**config.mk**
```make
export PLATFORM = sky130hd
export DESIGN_NAME = readout_engine_flat
export DESIGN_NICKNAME = d
export VERILOG_FILES = /design/src/hw/img_pkg.sv /design/src/hw/buffer_port_if.sv /design/src/hw/readout_engine.sv /design/src/flat_wrapper.sv
export SDC_FILE = /design/constraint.sdc
export NUM_CORES = 1
export LEC_CHECK = 0
export BUFFER_PORTS_ARGS = -buffer_cell sky130_fd_sc_hd__buf_2
export CORE_ASPECT_RATIO = 1.5
export CORE_MARGIN = 2
export CORE_UTILIZATION = 52
export CTS_BUF_LIST = sky130_fd_sc_hd__clkbuf_16
export DETAILED_ROUTE_END_ITERATION = 8
export GPL_TIMING_DRIVEN = 0
export MAX_ROUTING_LAYER = met4
export PLACE_DENSITY = 0.9
export SLEW_MARGIN = 20
export SYNTH_ARGS = -nofsm -noshare
export SYNTH_HDL_FRONTEND = slang
export SYNTH_SLANG_ARGS = --single-unit
```
**constraint.sdc**
```tcl
create_clock -name clk -period 2.51 [get_ports clk]
set_input_delay 0.6275 -clock clk [delete_from_list [all_inputs] [get_ports clk]]
set_output_delay 0.6275 -clock clk [all_outputs]
set_load 0.005 [all_outputs]
```
**src/hw/img_pkg.sv**
```systemverilog
`default_nettype none

package img_pkg;

    // ========================================
    // Data widths
    // ========================================
    typedef logic [15:0] word_t;
    typedef logic [11:0] pixel_t;
    // Upper half holds the sum of sums, lower half the running sum
    typedef logic [31:0] checksum_t;
    typedef logic [17:0] stat_count_t;

    // ========================================
    // Capture constants
    // ========================================
    localparam int PIXEL_CLASS_BITS = 7;
    localparam int FLETCHER_MOD = 65535;
    localparam int CHECKSUM_WORDS = 2;
    // Sampling grid counters wrap every 4
    localparam int GRID_STEP_BITS = 2;

    typedef enum logic [1:0] {
        PX_MIDTONE,
        PX_HIGHLIGHT,
        PX_SHADOW
    } pixel_class_t;

    // Class is decided by the top bits of the pixel only
    function automatic pixel_class_t classify_pixel(input pixel_t px);
        logic [PIXEL_CLASS_BITS-1:0] top;
        top = px[$bits(pixel_t)-1 -: PIXEL_CLASS_BITS];
        if (&top) begin
            return PX_HIGHLIGHT;
        end
        if (top == '0) begin
            return PX_SHADOW;
        end
        return PX_MIDTONE;
    endfunction

endpackage

`default_nettype wire

```
**src/hw/buffer_port_if.sv**
```systemverilog
`default_nettype none
`timescale 1ns/1ns

interface buffer_port_if #(
    parameter int BLOCK_WORDS = 256
) ();

    localparam int ADDR_BITS = $clog2(BLOCK_WORDS);

    logic                 en;
    logic                 block;
    logic [ADDR_BITS-1:0] addr;
    logic [15:0]          data;

    // Write port, requester supplies the data
    modport wr_requester (output en, output block, output addr, output data);
    modport wr_memory    (input en, input block, input addr, input data);

    // Read port, memory returns data one cycle after en
    modport rd_requester (output en, output block, output addr, input data);
    modport rd_memory    (input en, input block, input addr, output data);

endinterface

`default_nettype wire

```
**src/hw/readout_engine.sv**
```systemverilog
`default_nettype none
`timescale 1ns/1ns

module readout_engine import img_pkg::*; #(
    parameter int BLOCK_WORDS = 256,
    parameter int READOUT_CREDITS = 4,
    localparam int CNT_BITS = $clog2(BLOCK_WORDS + 1)
) (
    input wire                      clk,
    input wire                      rst,
    input wire                      start,
    input wire                      block,
    input wire [CNT_BITS-1:0]       word_count,
    buffer_port_if.rd_requester     rd,
    output logic                    readout_start,
    output logic                    readout_valid,
    output word_t                   readout_data,
    input wire                      readout_credit,
    output logic                    busy
);

    localparam int ADDR_BITS = $clog2(BLOCK_WORDS);
    localparam int CR_BITS = $clog2(READOUT_CREDITS + 1);

    logic                active;
    logic                blk_q;
    logic [CNT_BITS-1:0] len_q;
    logic [CNT_BITS-1:0] issued;
    logic [CNT_BITS-1:0] shown_cnt;
    logic [CNT_BITS-1:0] shown_next;
    logic [CR_BITS-1:0]  credits;
    logic                rd_en;
    logic                finish;

    // A read needs a credit left over after the word currently shown
    assign rd_en = active && (issued < len_q) && (credits > CR_BITS'(readout_valid));
    assign shown_next = shown_cnt + CNT_BITS'(readout_valid);
    assign finish = active && (shown_next == len_q);

    // ========================================
    // Sequencing
    // ========================================
    always_ff @(posedge clk) begin
        if (rst) begin
            active <= 1'b0;
            readout_start <= 1'b0;
            readout_valid <= 1'b0;
            issued <= '0;
            shown_cnt <= '0;
            credits <= '0;
        end else begin
            readout_start <= start && !active;
            readout_valid <= rd_en;
            if (!active) begin
                if (start) begin
                    active <= 1'b1;
                    issued <= '0;
                    shown_cnt <= '0;
                    credits <= CR_BITS'(READOUT_CREDITS);
                end
            end else begin
                if (finish) active <= 1'b0;
                if (rd_en) issued <= issued + 1'b1;
                shown_cnt <= shown_next;
                credits <= credits - CR_BITS'(readout_valid) + CR_BITS'(readout_credit);
            end
        end
    end

    always_ff @(posedge clk) begin
        if (start && !active) begin
            blk_q <= block;
            len_q <= word_count;
        end
    end

    assign rd.en = rd_en;
    assign rd.block = blk_q;
    assign rd.addr = issued[ADDR_BITS-1:0];
    assign readout_data = rd.data;
    assign busy = active;

    // ========================================
    // Credit checks
    // ========================================
    a_valid_has_credit: assert property (
        @(posedge clk) disable iff (rst) readout_valid |-> credits != '0
    ) else $error("readout_engine: word shown without credit");

    a_credit_bound: assert property (
        @(posedge clk) disable iff (rst) credits <= CR_BITS'(READOUT_CREDITS)
    ) else $error("readout_engine: more credits returned than issued");

endmodule

`default_nettype wire

```
**src/flat_wrapper.sv**
```systemverilog
// flat-port wrapper written by rule: the top's interface ports become plain ports
module readout_engine_flat import img_pkg::*;
#(
    parameter int BLOCK_WORDS = 256,
    parameter int READOUT_CREDITS = 4,
    localparam int CNT_BITS = $clog2(BLOCK_WORDS + 1)
)
  (clk, rst, start, block, word_count, readout_start, readout_valid, readout_data, readout_credit, busy, rd_en, rd_block, rd_addr, rd_data);
  buffer_port_if #(.BLOCK_WORDS(BLOCK_WORDS)) rd_i ();
  input wire clk;
  input wire rst;
  input wire start;
  input wire block;
  input wire [CNT_BITS-1:0] word_count;
  output logic readout_start;
  output logic readout_valid;
  output word_t readout_data;
  input wire readout_credit;
  output logic busy;
  output wire logic [$bits(rd_i.en)-1:0] rd_en;
  output wire logic [$bits(rd_i.block)-1:0] rd_block;
  output wire logic [$bits(rd_i.addr)-1:0] rd_addr;
  input wire logic [$bits(rd_i.data)-1:0] rd_data;
  assign rd_en = rd_i.en;
  assign rd_block = rd_i.block;
  assign rd_addr = rd_i.addr;
  assign rd_i.data = rd_data;
  readout_engine #(.BLOCK_WORDS(BLOCK_WORDS), .READOUT_CREDITS(READOUT_CREDITS)) u_core (.clk(clk), .rst(rst), .start(start), .block(block), .word_count(word_count), .rd(rd_i), .readout_start(readout_start), .readout_valid(readout_valid), .readout_data(readout_data), .readout_credit(readout_credit), .busy(busy));
endmodule
```
# After elaboration in Yosys (flattened, before gate mapping)
# Index checks and enable logic that the tools add are counted.
# word_totals
ff_bits	34
output_inout_bits	29
wordCells	32
# op_classes
addsub	4
n_lt_le_gt_ge	2
eq_ne	2
n_mux	9
n_reduce_logical	7
# ops
operator	count
$mux 9	4
$add 9x1->9	1
$add 9x1->9 const B	1
$eq 9x9->1	1
$lt 9x9->1	1
$mux 3	2
$logic_and 1x1->1	4
$add 3x1->3	1
$gt 3x1->1	1
$mux 1	3
$sub 3x1->3	1
$ne 2x2->1 const B	1
$reduce_and 2->1	1
$reduce_bool 2->1	1
$logic_not 1->1	1

# Longest topological paths before layout
# Gate-level depths: netlist of run 1.
# logic_depth
word_depth	5
depth_mapped	8

# Worst setup path after synthesis of run 1
# No wires, ideal clock.
# synth_path
kind	register to output
start	register u_core.len_q[8]
end	output port rd_en
arrival_time_ns	1.417
setup_slack_ns	0.466
stages_incl_launch_ff	7
path_buffers	0
path_cell_list	edfxtp_1 > inv_1 > ha_1 > a22oi_1 > o311ai_1 > a221o_1 > clkinv_1
# synth_between
elab_chain_len	3
# synth_rtl
element	line	rtl
from (decl)	readout_engine.sv:27	logic [CNT_BITS-1:0] len_q;
from (signal assigned)	readout_engine.sv:73	len_q <= word_count;
$lt 9x9->1	readout_engine.sv:36	assign rd_en = active && (issued < len_q) && (credits > CR_BITS'(readout_valid));
$logic_and 1x1->1 (2 in series)	readout_engine.sv:36	
to (decl)	flat_wrapper.sv:20	output wire logic [$bits(rd_i.en)-1:0] rd_en;
# Every way passes these cells.

# Worst setup path in the final report of run 1
# Ends and elaborated chain as after synthesis.

==> results.json, run 1 <==
{
  "cts_hold_buf": 0,
  "antenna_cells": 0,
  "cp_slowest_cell": "edfxtp_1",
  "synth_compound_gate_area_share": 0.118,
  "drc": 0,
  "ys_ff_latch": 34,
  "cts_buffer_depth": 2,
  "cp_num_buf_inv": 3,
  "via_per_inst": 5.64,
  "synth_top_family_by_area": "simple AND/OR/NAND/NOR gates",
  "intPower_mw": 1.03,
  "dieArea_sq_um": 4560,
  "worstSkewPairLatency_ps": 280,
  "layout.nets": 337,
  "synth.mux.area_fraction": 0,
  "nFillCells": 312,
  "num_rows": 28,
  "syn_avg_cell_area_sq_um": 8.77,
  "gp_congestion": 0.885,
  "design_area_sq_um": 2580,
  "syn_area_sq_um": 2100,
  "final_cell_mix": "buf_2, buf_4, dfxtp_1",
  "drv_slew": 0,
  "required_ps": 1880,
  "clk_pin_slew_ps": 50,
  "cts_root_buffer": "clkbuf_16",
  "clockPowerShare": 0.424,
  "p_per_area_nw_per_um2": 529,
  "clock_sinks": 34,
  "period_share": 0.988,
  "slew-limit-headroom": 0.633,
  "die_y_um": 81.8,
  "postRouteAntennaNets": 0,
  "dp.cells": 325,
  "grt_pass1_wl_um": 7880,
  "max_stage_delay_ps": 420,
  "fin_cells": 338,
  "die_w_um": 55.8,
  "crit_type": "reg -> out",
  "p_leak_nw": 1.13,
  "p_comb_frac": 0.138,
  "hold_path_class": "reg -> reg",
  "track_usage": 0.226,
  "netlist.area_leader.share": 0.229,
  "whs_ps": 521,
  "wl_per_cell_um": 14.5,
  "grt_antenna_before_repair": 0,
  "core-area_sq_um": 3920,
  "synth_cells": 239,
  "grt_overflow": 0,
  "p_sw_frac": 0.244,
  "fmax_ghz": 0.403,
  "end_kind": "primary output",
  "layout_commonest_cell": "buf_2",
  "synth_flop_cell": "dfxtp_1",
  "cts_max_level": 2,
  "setup_viol": 0,
  "first_pass_iters": 5,
  "place_hpwl_um": 3510,
  "vias": 1905,
  "area_delta_synth_final_pct": 23.3,
  "synth_xor_area_frac": 0.0710,
  "critPathArrivalTime_ps": 1850,
  "peakVddDrop_v": 0.000424,
  "portBuffers": 41,
  "grt_pass1_vias": 1900,
  "async_flop_share": 0,
  "yosysTopAreaCell": "dfxtp_1",
  "routed_wl_um": 4910,
  "cap_violations": 0,
  "clock_skew_ps": 6.31,
  "io_pins": 59,
  "synth.area.top_cells": "dfxtp_1, edfxtp_1, buf_4, ha_1, xnor2_1",
  "synth_enable_flop_cells": 10,
  "floorplan.initialDensity": 0.534,
  "synth.net_count": 284,
  "p_seq_frac": 0.438,
  "drive_gt1_frac": 0.307,
  "synth-simple-area-share": 0.211,
  "post-route-util": 0.658,
  "yosysSeqAreaShare": 0.373,
  "hold_viol": 0,
  "drt_iter0_drc": 86,
  "cts_buffers": 5,
  "cp_max_fo": 3,
  "grt_start_max_net_pins": 11,
  "dpl_cell_area_sq_um": 2360,
  "yosysWarningCount": 0,
  "yosysUniqueCellTypes": 36,
  "path_cells": "inv_2 -> ha_4 -> a22oi_1 -> o311ai_1 -> a221o_1 -> clkinv_4 -> buf_2",
  "tightest_slew_ps": 550,
  "crit_family": "compound AO/OA/AOI/OAI gates",
  "critical_path.startpoint_type": "flip-flop",
  "synth_fa_ha_area_frac": 0.0931,
  "fin_crit_ps": 2480,
  "total_power_mw": 1.37,
  "p_switching_mw": 0.333,
  "cts_tree": "done",
  "status": "completed"
}
sequential cells by signal (all words and copies together), names as in the netlist:
| signal | cells |
|---|---|
| u_core.len_q | 9 |
| u_core.shown_cnt | 9 |
| u_core.readout_start | 1 |
| u_core.issued | 9 |
| u_core.busy | 1 |
| u_core.credits | 3 |
| u_core.rd.block | 1 |
| u_core.readout_valid | 1 |
worst paths after layout:
| kind | start | endpoint | slack, ps | cells past startpoint |
|---|---|---|---|---|
| worst max-delay path | u_core.len_q[8] | rd_en | 30 | 7 |
| worst max register to register | u_core.len_q[4] | u_core.issued[6] | 240 | 9 |
| worst min register to register | u_core.shown_cnt[8] | u_core.shown_cnt[8] | 520 | 2 |
| worst min-delay path | u_core.shown_cnt[8] | u_core.shown_cnt[8] | 520 | 2 |
cells by family (layout without fill, tap and decap cells):
| group | Yosys count | count (layout) |
|---|---|---|
| simple gates | 82 | 82 |
| buf+inv | 49 | 103 |
| compound gates | 42 | 42 |
| flops | 34 | 34 |
| xor+xnor | 17 | 17 |
| fa+ha+maj | 15 | 15 |
repair_timing:
item,4_1_cts,5_1_grt
pin swaps,1,3
setup buffers,4,1
gates resized for setup,3,7
setup endpoints to repair,1,1
stage by stage:
stage	setup TNS, ps	setup WS, ps
6_report	0	29.6
3_5_place_dp	0	83.9
2_1_floorplan	0	466
3_3_place_gp	0	112
4_1_cts	0	15.5
5_1_grt	-28.7	-28.7
area by class of cell:
class,count,area [sq um],area share
clock buffers,5,125,0.0484
repair buffers,46,243,0.0939
clock inverters,3,12.5,0.00484
inverters,16,65.1,0.0252
flip-flops and latches,34,782,0.303
well taps,45,56.3,0.0218
plain buffers,33,221,0.0857
multi-input cells,156,1080,0.417
power by group through the flow:
stage / Combinational, mW / Sequential [mW] / Clock (mW)
after detailed placement: 0.172 / 0.609 / 0
after floorplan: 0.115 / 0.606 / 0
after CTS: 0.183 / 0.598 / 0.581
final: 0.189 / 0.599 / 0.580
after global routing: 0.208 / 0.600 / 0.608
after global placement: 0.165 / 0.609 / 0
worst min-delay path: cells and delay by family (launching register included):
kind | cells | cell delay [ps]
AO/OA/AOI/OAI | 2 | 140
flip-flops | 1 | 320
metal layers:
| layer | global-route usage | part of all wire |
|---|---|---|
| met4 | 0.160 | 0.043 |
| met2 | 0.437 | 0.54 |
| met1 | 0.196 | 0.36 |
| met3 | 0.0409 | 0.061 |
| met5 | - | 0 |
Yosys cell counts, types with 2 or more instances:
cell	count
nor3b_1	5
a21oi_1	17
nand2b_1	2
ha_1	14
nand4b_1	2
or3_1	3
nor2_1	18
edfxtp_1	10
nand4_1	2
nor2b_1	10
clkbuf_1	7
nand3_1	18
xnor2_1	13
nand2_1	9
and3_1	2
nor3_1	3
nand3b_1	3
a21o_1	3
inv_1	15
a22oi_1	2
dfxtp_1	24
buf_4	26
a31oi_1	7
o21ai_0	9
xor2_1	4
Note: power is estimated with default switching activity, not from simulation.
==> inputs of run 2 (changes only) <==
--- a/config.mk
+++ b/config.mk
@@ -6,14 +6,16 @@
 export NUM_CORES = 1
 export LEC_CHECK = 0
 export BUFFER_PORTS_ARGS = -buffer_cell sky130_fd_sc_hd__buf_2
+export CELL_PAD_IN_SITES_DETAIL_PLACEMENT = 0
+export CELL_PAD_IN_SITES_GLOBAL_PLACEMENT = 1
 export CORE_ASPECT_RATIO = 1.5
 export CORE_MARGIN = 2
-export CORE_UTILIZATION = 52
+export CORE_UTILIZATION = 38
 export CTS_BUF_LIST = sky130_fd_sc_hd__clkbuf_16
 export DETAILED_ROUTE_END_ITERATION = 8
 export GPL_TIMING_DRIVEN = 0
 export MAX_ROUTING_LAYER = met4
-export PLACE_DENSITY = 0.9
+export PLACE_DENSITY_LB_ADDON = 0.1
 export SLEW_MARGIN = 20
 export SYNTH_ARGS = -nofsm -noshare
 export SYNTH_HDL_FRONTEND = slang
==> run 2 against run 1 <==
Routed wire length up 5.2%. Critical path depth unchanged. Sequential share of layout area down 0.19 points. Die area up 34%. Clock-buffer cell count unchanged. Clock power up 2%. First-iteration DRC count down 10%. Via count down 7.0%. Worst hold slack worse by 30 ps. Sequential cell count unchanged. Power up 0.81%. Critical path type unchanged. Highest routed layer unchanged.
==> results.json, run 2 (synthesis gave the netlist of run 1 again) <==
{
  "area_delta_synth_final_pct": 24.7,
  "hold_viol": 0,
  "setup_viol": 0,
  "fin_cells": 365,
  "biggestRegsByFlops": "u_core.issued x9, u_core.len_q x9, u_core.shown_cnt x9",
  "floorplan.initialDensity": 0.387,
  "crit_start": "u_core.len_q[8]",
  "peakVddDrop_v": 0.000243,
  "routed_wl_um": 5160,
  "worst_slack_ps": 99.0,
  "p_leak_nw": 1.15,
  "timing.rr.start": "u_core.len_q[1]",
  "cp_slowest_cell": "edfxtp_1",
  "vias": 1772,
  "status": "completed",
  "path_cells": "inv_2 -> ha_4 -> a22oi_2 -> o311ai_1 -> a221o_1 -> clkinv_4 -> buf_2",
  "drt_iter0_drc": 77,
  "dpl_cell_area_sq_um": 2390,
  "top_layer": "met4",
  "critical_path.startpoint_type": "flip-flop",
  "cts_buffers": 5,
  "crit_family": "compound AO/OA/AOI/OAI gates",
  "period_share": 0.961,
  "cap_violations": 0,
  "io_pins": 59,
  "hp-start": "u_core.shown_cnt[8]",
  "grt_start_max_net_pins": 11,
  "die_w_um": 64.6,
  "grt_pass1_wl_um": 8020,
  "postRouteAntennaNets": 0,
  "final_cell_mix": "buf_2, buf_4, dfxtp_1",
  "hold_path_class": "reg -> reg",
  "p_per_area_nw_per_um2": 528,
  "antenna_cells": 0,
  "grt_overflow": 0,
  "crit_type": "reg -> out",
  "cts_max_level": 2,
  "clock_skew_ps": 4.66,
  "via_per_inst": 4.85,
  "max_stage_delay_ps": 400,
  "die_y_um": 95.0,
  "clk_pin_slew_ps": 60,
  "cts_root_buffer": "clkbuf_16",
  "worstSkewPairLatency_ps": 280,
  "clock_sinks": 34,
  "wl_per_cell_um": 14.1,
  "layout.nets": 339,
  "place_hpwl_um": 3730,
  "critPathArrivalTime_ps": 1780,
  "routed-wl-met2_um": 2850,
  "num_rows": 33,
  "layout_commonest_cell": "buf_2",
  "gp_congestion": 0.808,
  "cts_hold_buf": 0,
  "required_ps": 1880,
  "cts_buffer_depth": 2,
  "cp_num_buf_inv": 3,
  "wl_met1_um": 1980,
  "track_usage": 0.183,
  "route.met3.wl_um": 230,
  "dp.cells": 350,
  "first_pass_iters": 4,
  "rsz0062_at_grt": "false",
  "core-area_sq_um": 5410,
  "drc": 0,
  "fin_crit_ps": 2410,
  "pre_cts_ws_ps": -19.5,
  "design_area_sq_um": 2610,
  "portBuffers": 41,
  "drive_gt1_frac": 0.312,
  "end_kind": "primary output",
  "cts_tree": "done",
  "dieArea_sq_um": 6140,
  "slew-limit-headroom": 0.597,
  "cp_max_fo": 3,
  "tightest_slew_ps": 604,
  "grt_antenna_before_repair": 0,
  "drv_slew": 0,
  "fmax_ghz": 0.415,
  "grt_pass1_vias": 1690
}
-- run 2: final cells by class --
| type | count | area [sq um] |
|---|---|---|
| sequential | 34 | 786 |
| timing repair buffer | 48 | 258 |
| clock buffer | 5 | 125 |
| clock inverter | 3 | 11.3 |
| fill | 578 | 2800 |
| inverter | 16 | 65.1 |
| tap | 70 | 87.6 |
| multi-input combinational | 156 | 1060 |
| buffer | 33 | 221 |
-- run 2: repair_timing --
item / in CTS / in global routing
pin swaps: 1 / 3
setup endpoints to repair: 1 / 1
setup buffers: 4 / 3
resized for setup: 4 / 9
hold endpoints to repair: 0 / 0
-- run 2: metal layers --
| metal | vias to the layer above | GRT usage |
|---|---|---|
| met1 | 804 | 0.170 |
| met5 | - | - |
| met3 | 8 | 0.0381 |
| met2 | 50 | 0.349 |
| li1 | 910 | - |
| met4 | 0 | 0.0887 |
-- run 2: stage by stage --
stage | hold slack (ps) | util | setup TNS (ps) | power (mW)
after global routing | 512 | 0.483 | 0 | 1.44
after CTS | 500 | 0.474 | 0 | 1.39
after detailed placement | 493 | 0.442 | -19.5 | 0.787
final | 491 | 0.483 | 0 | 1.38
after global placement | 487 | 0.442 | -50.0 | 0.785
after floorplan | 469 | - | 0 | 0.722
-- run 2: worst paths after layout --
check,slack (ps),depth (start not counted),end
hold reg to reg,490,2,u_core.shown_cnt[8]
setup reg to reg,310,9,u_core.issued[8]
hold / removal,490,2,u_core.shown_cnt[8]
setup / recovery,100,7,rd_en
-- run 2: worst min-delay path: stages (launching register included) --
cell	delay, ps
dfxtp_1	320
o21ai_0	70
a21oi_1	60
-- run 2: power breakdown --
part           switching (mW)  internal, mW  total, mW  leakage (nW)
logic                   0.101        0.0919      0.193         0.781
registers              0.0116         0.585      0.597         0.292
clock network           0.232         0.357      0.589        0.0776
total                   0.344          1.03       1.38          1.15
==> inputs of run 3 (changes only) <==
--- a/config.mk
+++ b/config.mk
@@ -5,12 +5,13 @@
 export SDC_FILE = /design/constraint.sdc
 export NUM_CORES = 1
 export LEC_CHECK = 0
+export ABC_AREA = 1
 export BUFFER_PORTS_ARGS = -buffer_cell sky130_fd_sc_hd__buf_2
 export CELL_PAD_IN_SITES_DETAIL_PLACEMENT = 0
 export CELL_PAD_IN_SITES_GLOBAL_PLACEMENT = 1
 export CORE_ASPECT_RATIO = 1.5
 export CORE_MARGIN = 2
-export CORE_UTILIZATION = 38
+export CORE_UTILIZATION = 37
 export CTS_BUF_LIST = sky130_fd_sc_hd__clkbuf_16
 export DETAILED_ROUTE_END_ITERATION = 8
 export GPL_TIMING_DRIVEN = 0
==> run 3 against run 2 <==
First-iteration DRC count is 21% lower. Clock skew is 1.0 ps lower. Clock-buffer cell count stayed put. Register-to-register slack better by 110 ps. Critical path type unchanged. Critical endpoint unchanged.
==> results.json, run 3 <==
{
  "hold_viol": 0,
  "vias": 1936,
  "grt_pass1_vias": 1758,
  "fmax_ghz": 0.416,
  "critical_path.startpoint_type": "flip-flop",
  "first_pass_iters": 4,
  "slew-limit-headroom": 0.299,
  "cp_max_fo": 2,
  "layout.nets": 388,
  "syn_area_sq_um": 2160,
  "p_leak_nw": 1.25,
  "fin_crit_ps": 2410,
  "synth.area.top_cells": "dfxtp_1, edfxtp_1, nand2_1, buf_4, ha_1",
  "dieArea_sq_um": 6490,
  "synth_cells": 292,
  "grt_overflow": 0,
  "setup_viol": 0,
  "die_y_um": 97.7,
  "cts_max_level": 2,
  "grt_antenna_before_repair": 0,
  "routed-wl-met2_um": 2710,
  "gp_congestion": 0.721,
  "cts_buffer_depth": 2,
  "grt_start_max_net_pins": 13,
  "yosysSeqAreaShare": 0.361,
  "synth_flop_cell": "dfxtp_1",
  "rsz0062_at_grt": "false",
  "crit_type": "reg -> out",
  "floorplan.initialDensity": 0.377,
  "async_flop_share": 0,
  "drive_gt1_frac": 0.267,
  "synth_commonest_cells": "nand2_1, inv_1, nand3_1",
  "tns_ps": 0,
  "cts_hold_buf": 0,
  "routed_wl_um": 5110,
  "ys_ff_latch": 34,
  "num_rows": 34,
  "worstSkewPairLatency_ps": 280,
  "status": "completed",
  "tightest_slew_ps": 1050,
  "wl_met1_um": 2140,
  "hold_path_class": "reg -> reg",
  "cts_buffers": 5,
  "top_layer": "met4",
  "drv_slew": 0,
  "die_w_um": 66.4,
  "end_kind": "primary output",
  "period_share": 0.959,
  "antenna_cells": 0,
  "cts_root_buffer": "clkbuf_16",
  "yosysUniqueCellTypes": 28,
  "clock_sinks": 34,
  "io_pins": 59,
  "cap_violations": 0,
  "track_usage": 0.175,
  "postRouteAntennaNets": 0,
  "required_ps": 1880,
  "place_hpwl_um": 3940,
  "layout_commonest_cell": "nand2_1",
  "area_delta_synth_final_pct": 21.2,
  "final_cell_mix": "nand2_1, buf_2, inv_1",
  "netlist.area_leader.share": 0.222,
  "yosysWarningCount": 0,
  "peakVddDrop_v": 0.000273,
  "syn_avg_cell_area_sq_um": 7.41,
  "clk_pin_slew_ps": 60,
  "clock_skew_ps": 3.62,
  "dp.cells": 406,
  "via_per_inst": 4.65,
  "grt_pass1_wl_um": 8220,
  "route.met3.wl_um": 197,
  "critPathArrivalTime_ps": 1780,
  "portBuffers": 42,
  "synth_most_common_cell": "nand2_1",
  "cts_tree": "done",
  "cp_slowest_cell": "edfxtp_1",
  "drc": 0,
  "p_per_area_nw_per_um2": 514,
  "core-area_sq_um": 5740,
  "yosysTopAreaCell": "dfxtp_1",
  "fin_cells": 416,
  "wl_per_cell_um": 12.3,
  "drt_iter0_drc": 61,
  "max_stage_delay_ps": 420,
  "synth.net_count": 337,
  "path_cells": "inv_2 -> ha_1 -> nand2_1 -> inv_1 -> a21oi_1 -> nand4_2 -> nor2_4 -> buf_2",
  "biggestRegsByFlops": "u_core.issued x9, u_core.len_q x9, u_core.shown_cnt x9",
  "synth_enable_flop_cells": 10
}
-- run 3: cell families after synthesis --
kind of cell / share of synthesized area
AOI/OAI and AO/OA: 0.0816
xor gates and xnor gates: 0.0202
adders and majority gates: 0.0902
buffers and inverters: 0.161
DFF: 0.361
and+or+nand+nor: 0.286
-- run 3: area by class of cell --
class / count / area [sq um]
Clock inverter: 3 / 11.3
Tap cell: 72 / 90.1
Multi-Input combinational cell: 190 / 1040
Buffer: 29 / 201
Sequential cell: 34 / 785
Inverter: 39 / 148
Clock buffer: 5 / 125
Fill cell: 625 / 3120
Timing Repair Buffer: 44 / 225
-- run 3: per-stage QoR --
step                instance area [sq um]   util  setup WS [ps]  hold WS, ps  power [mW]
floorplan                            2160      -            636          440       0.713
global placement                     2460  0.429           87.2          453       0.775
detailed placement                   2460  0.429           92.3          455       0.777
CTS                                  2610  0.454           44.2          464        1.36
global route                         2620  0.456          0.815          500        1.42
finish                               2620  0.456            104          461        1.35
-- run 3: worst paths after layout --
kind	from	end	slack, ps	cells past startpoint
max	u_core.len_q[7]	rd_en	100	8
min	u_core.credits[0]	u_core.credits[0]	460	2
max reg2reg	u_core.busy	u_core.issued[8]	420	5
min reg2reg	u_core.credits[0]	u_core.credits[0]	460	2
-- run 3: worst max-delay path: cells and delay by family (launching register included) --
kind / cells / cell delay (ps)
adders and majority gates: 1 / 220
and+or+nand+nor: 3 / 410
DFF: 1 / 420
buffers and inverters: 3 / 270
AOI/OAI and AO/OA: 1 / 180
-- run 3: power breakdown --
group	leakage, nW	internal, mW	switching (mW)	total (mW)
Sequential	0.291	0.586	0.0116	0.597
Clock	0.0663	0.357	0.224	0.581
Combinational	0.890	0.0732	0.0952	0.168
Total	1.25	1.02	0.331	1.35
-- run 3: what timing repair did --
item | 4_1_cts | 5_1_grt
buffers inserted | 1 | 1
gates resized for setup | 0 | 5
endpoints found under the setup margin | 1 | 1
cloned | 0 | 0
pin swaps | 1 | 1
-- run 3: metal layers --
metal	global-route usage	vias to the layer above
met4	0.0612	0
met1	0.199	864
met3	0.0313	5
met5	-	-
met2	0.301	44
li1	-	1023
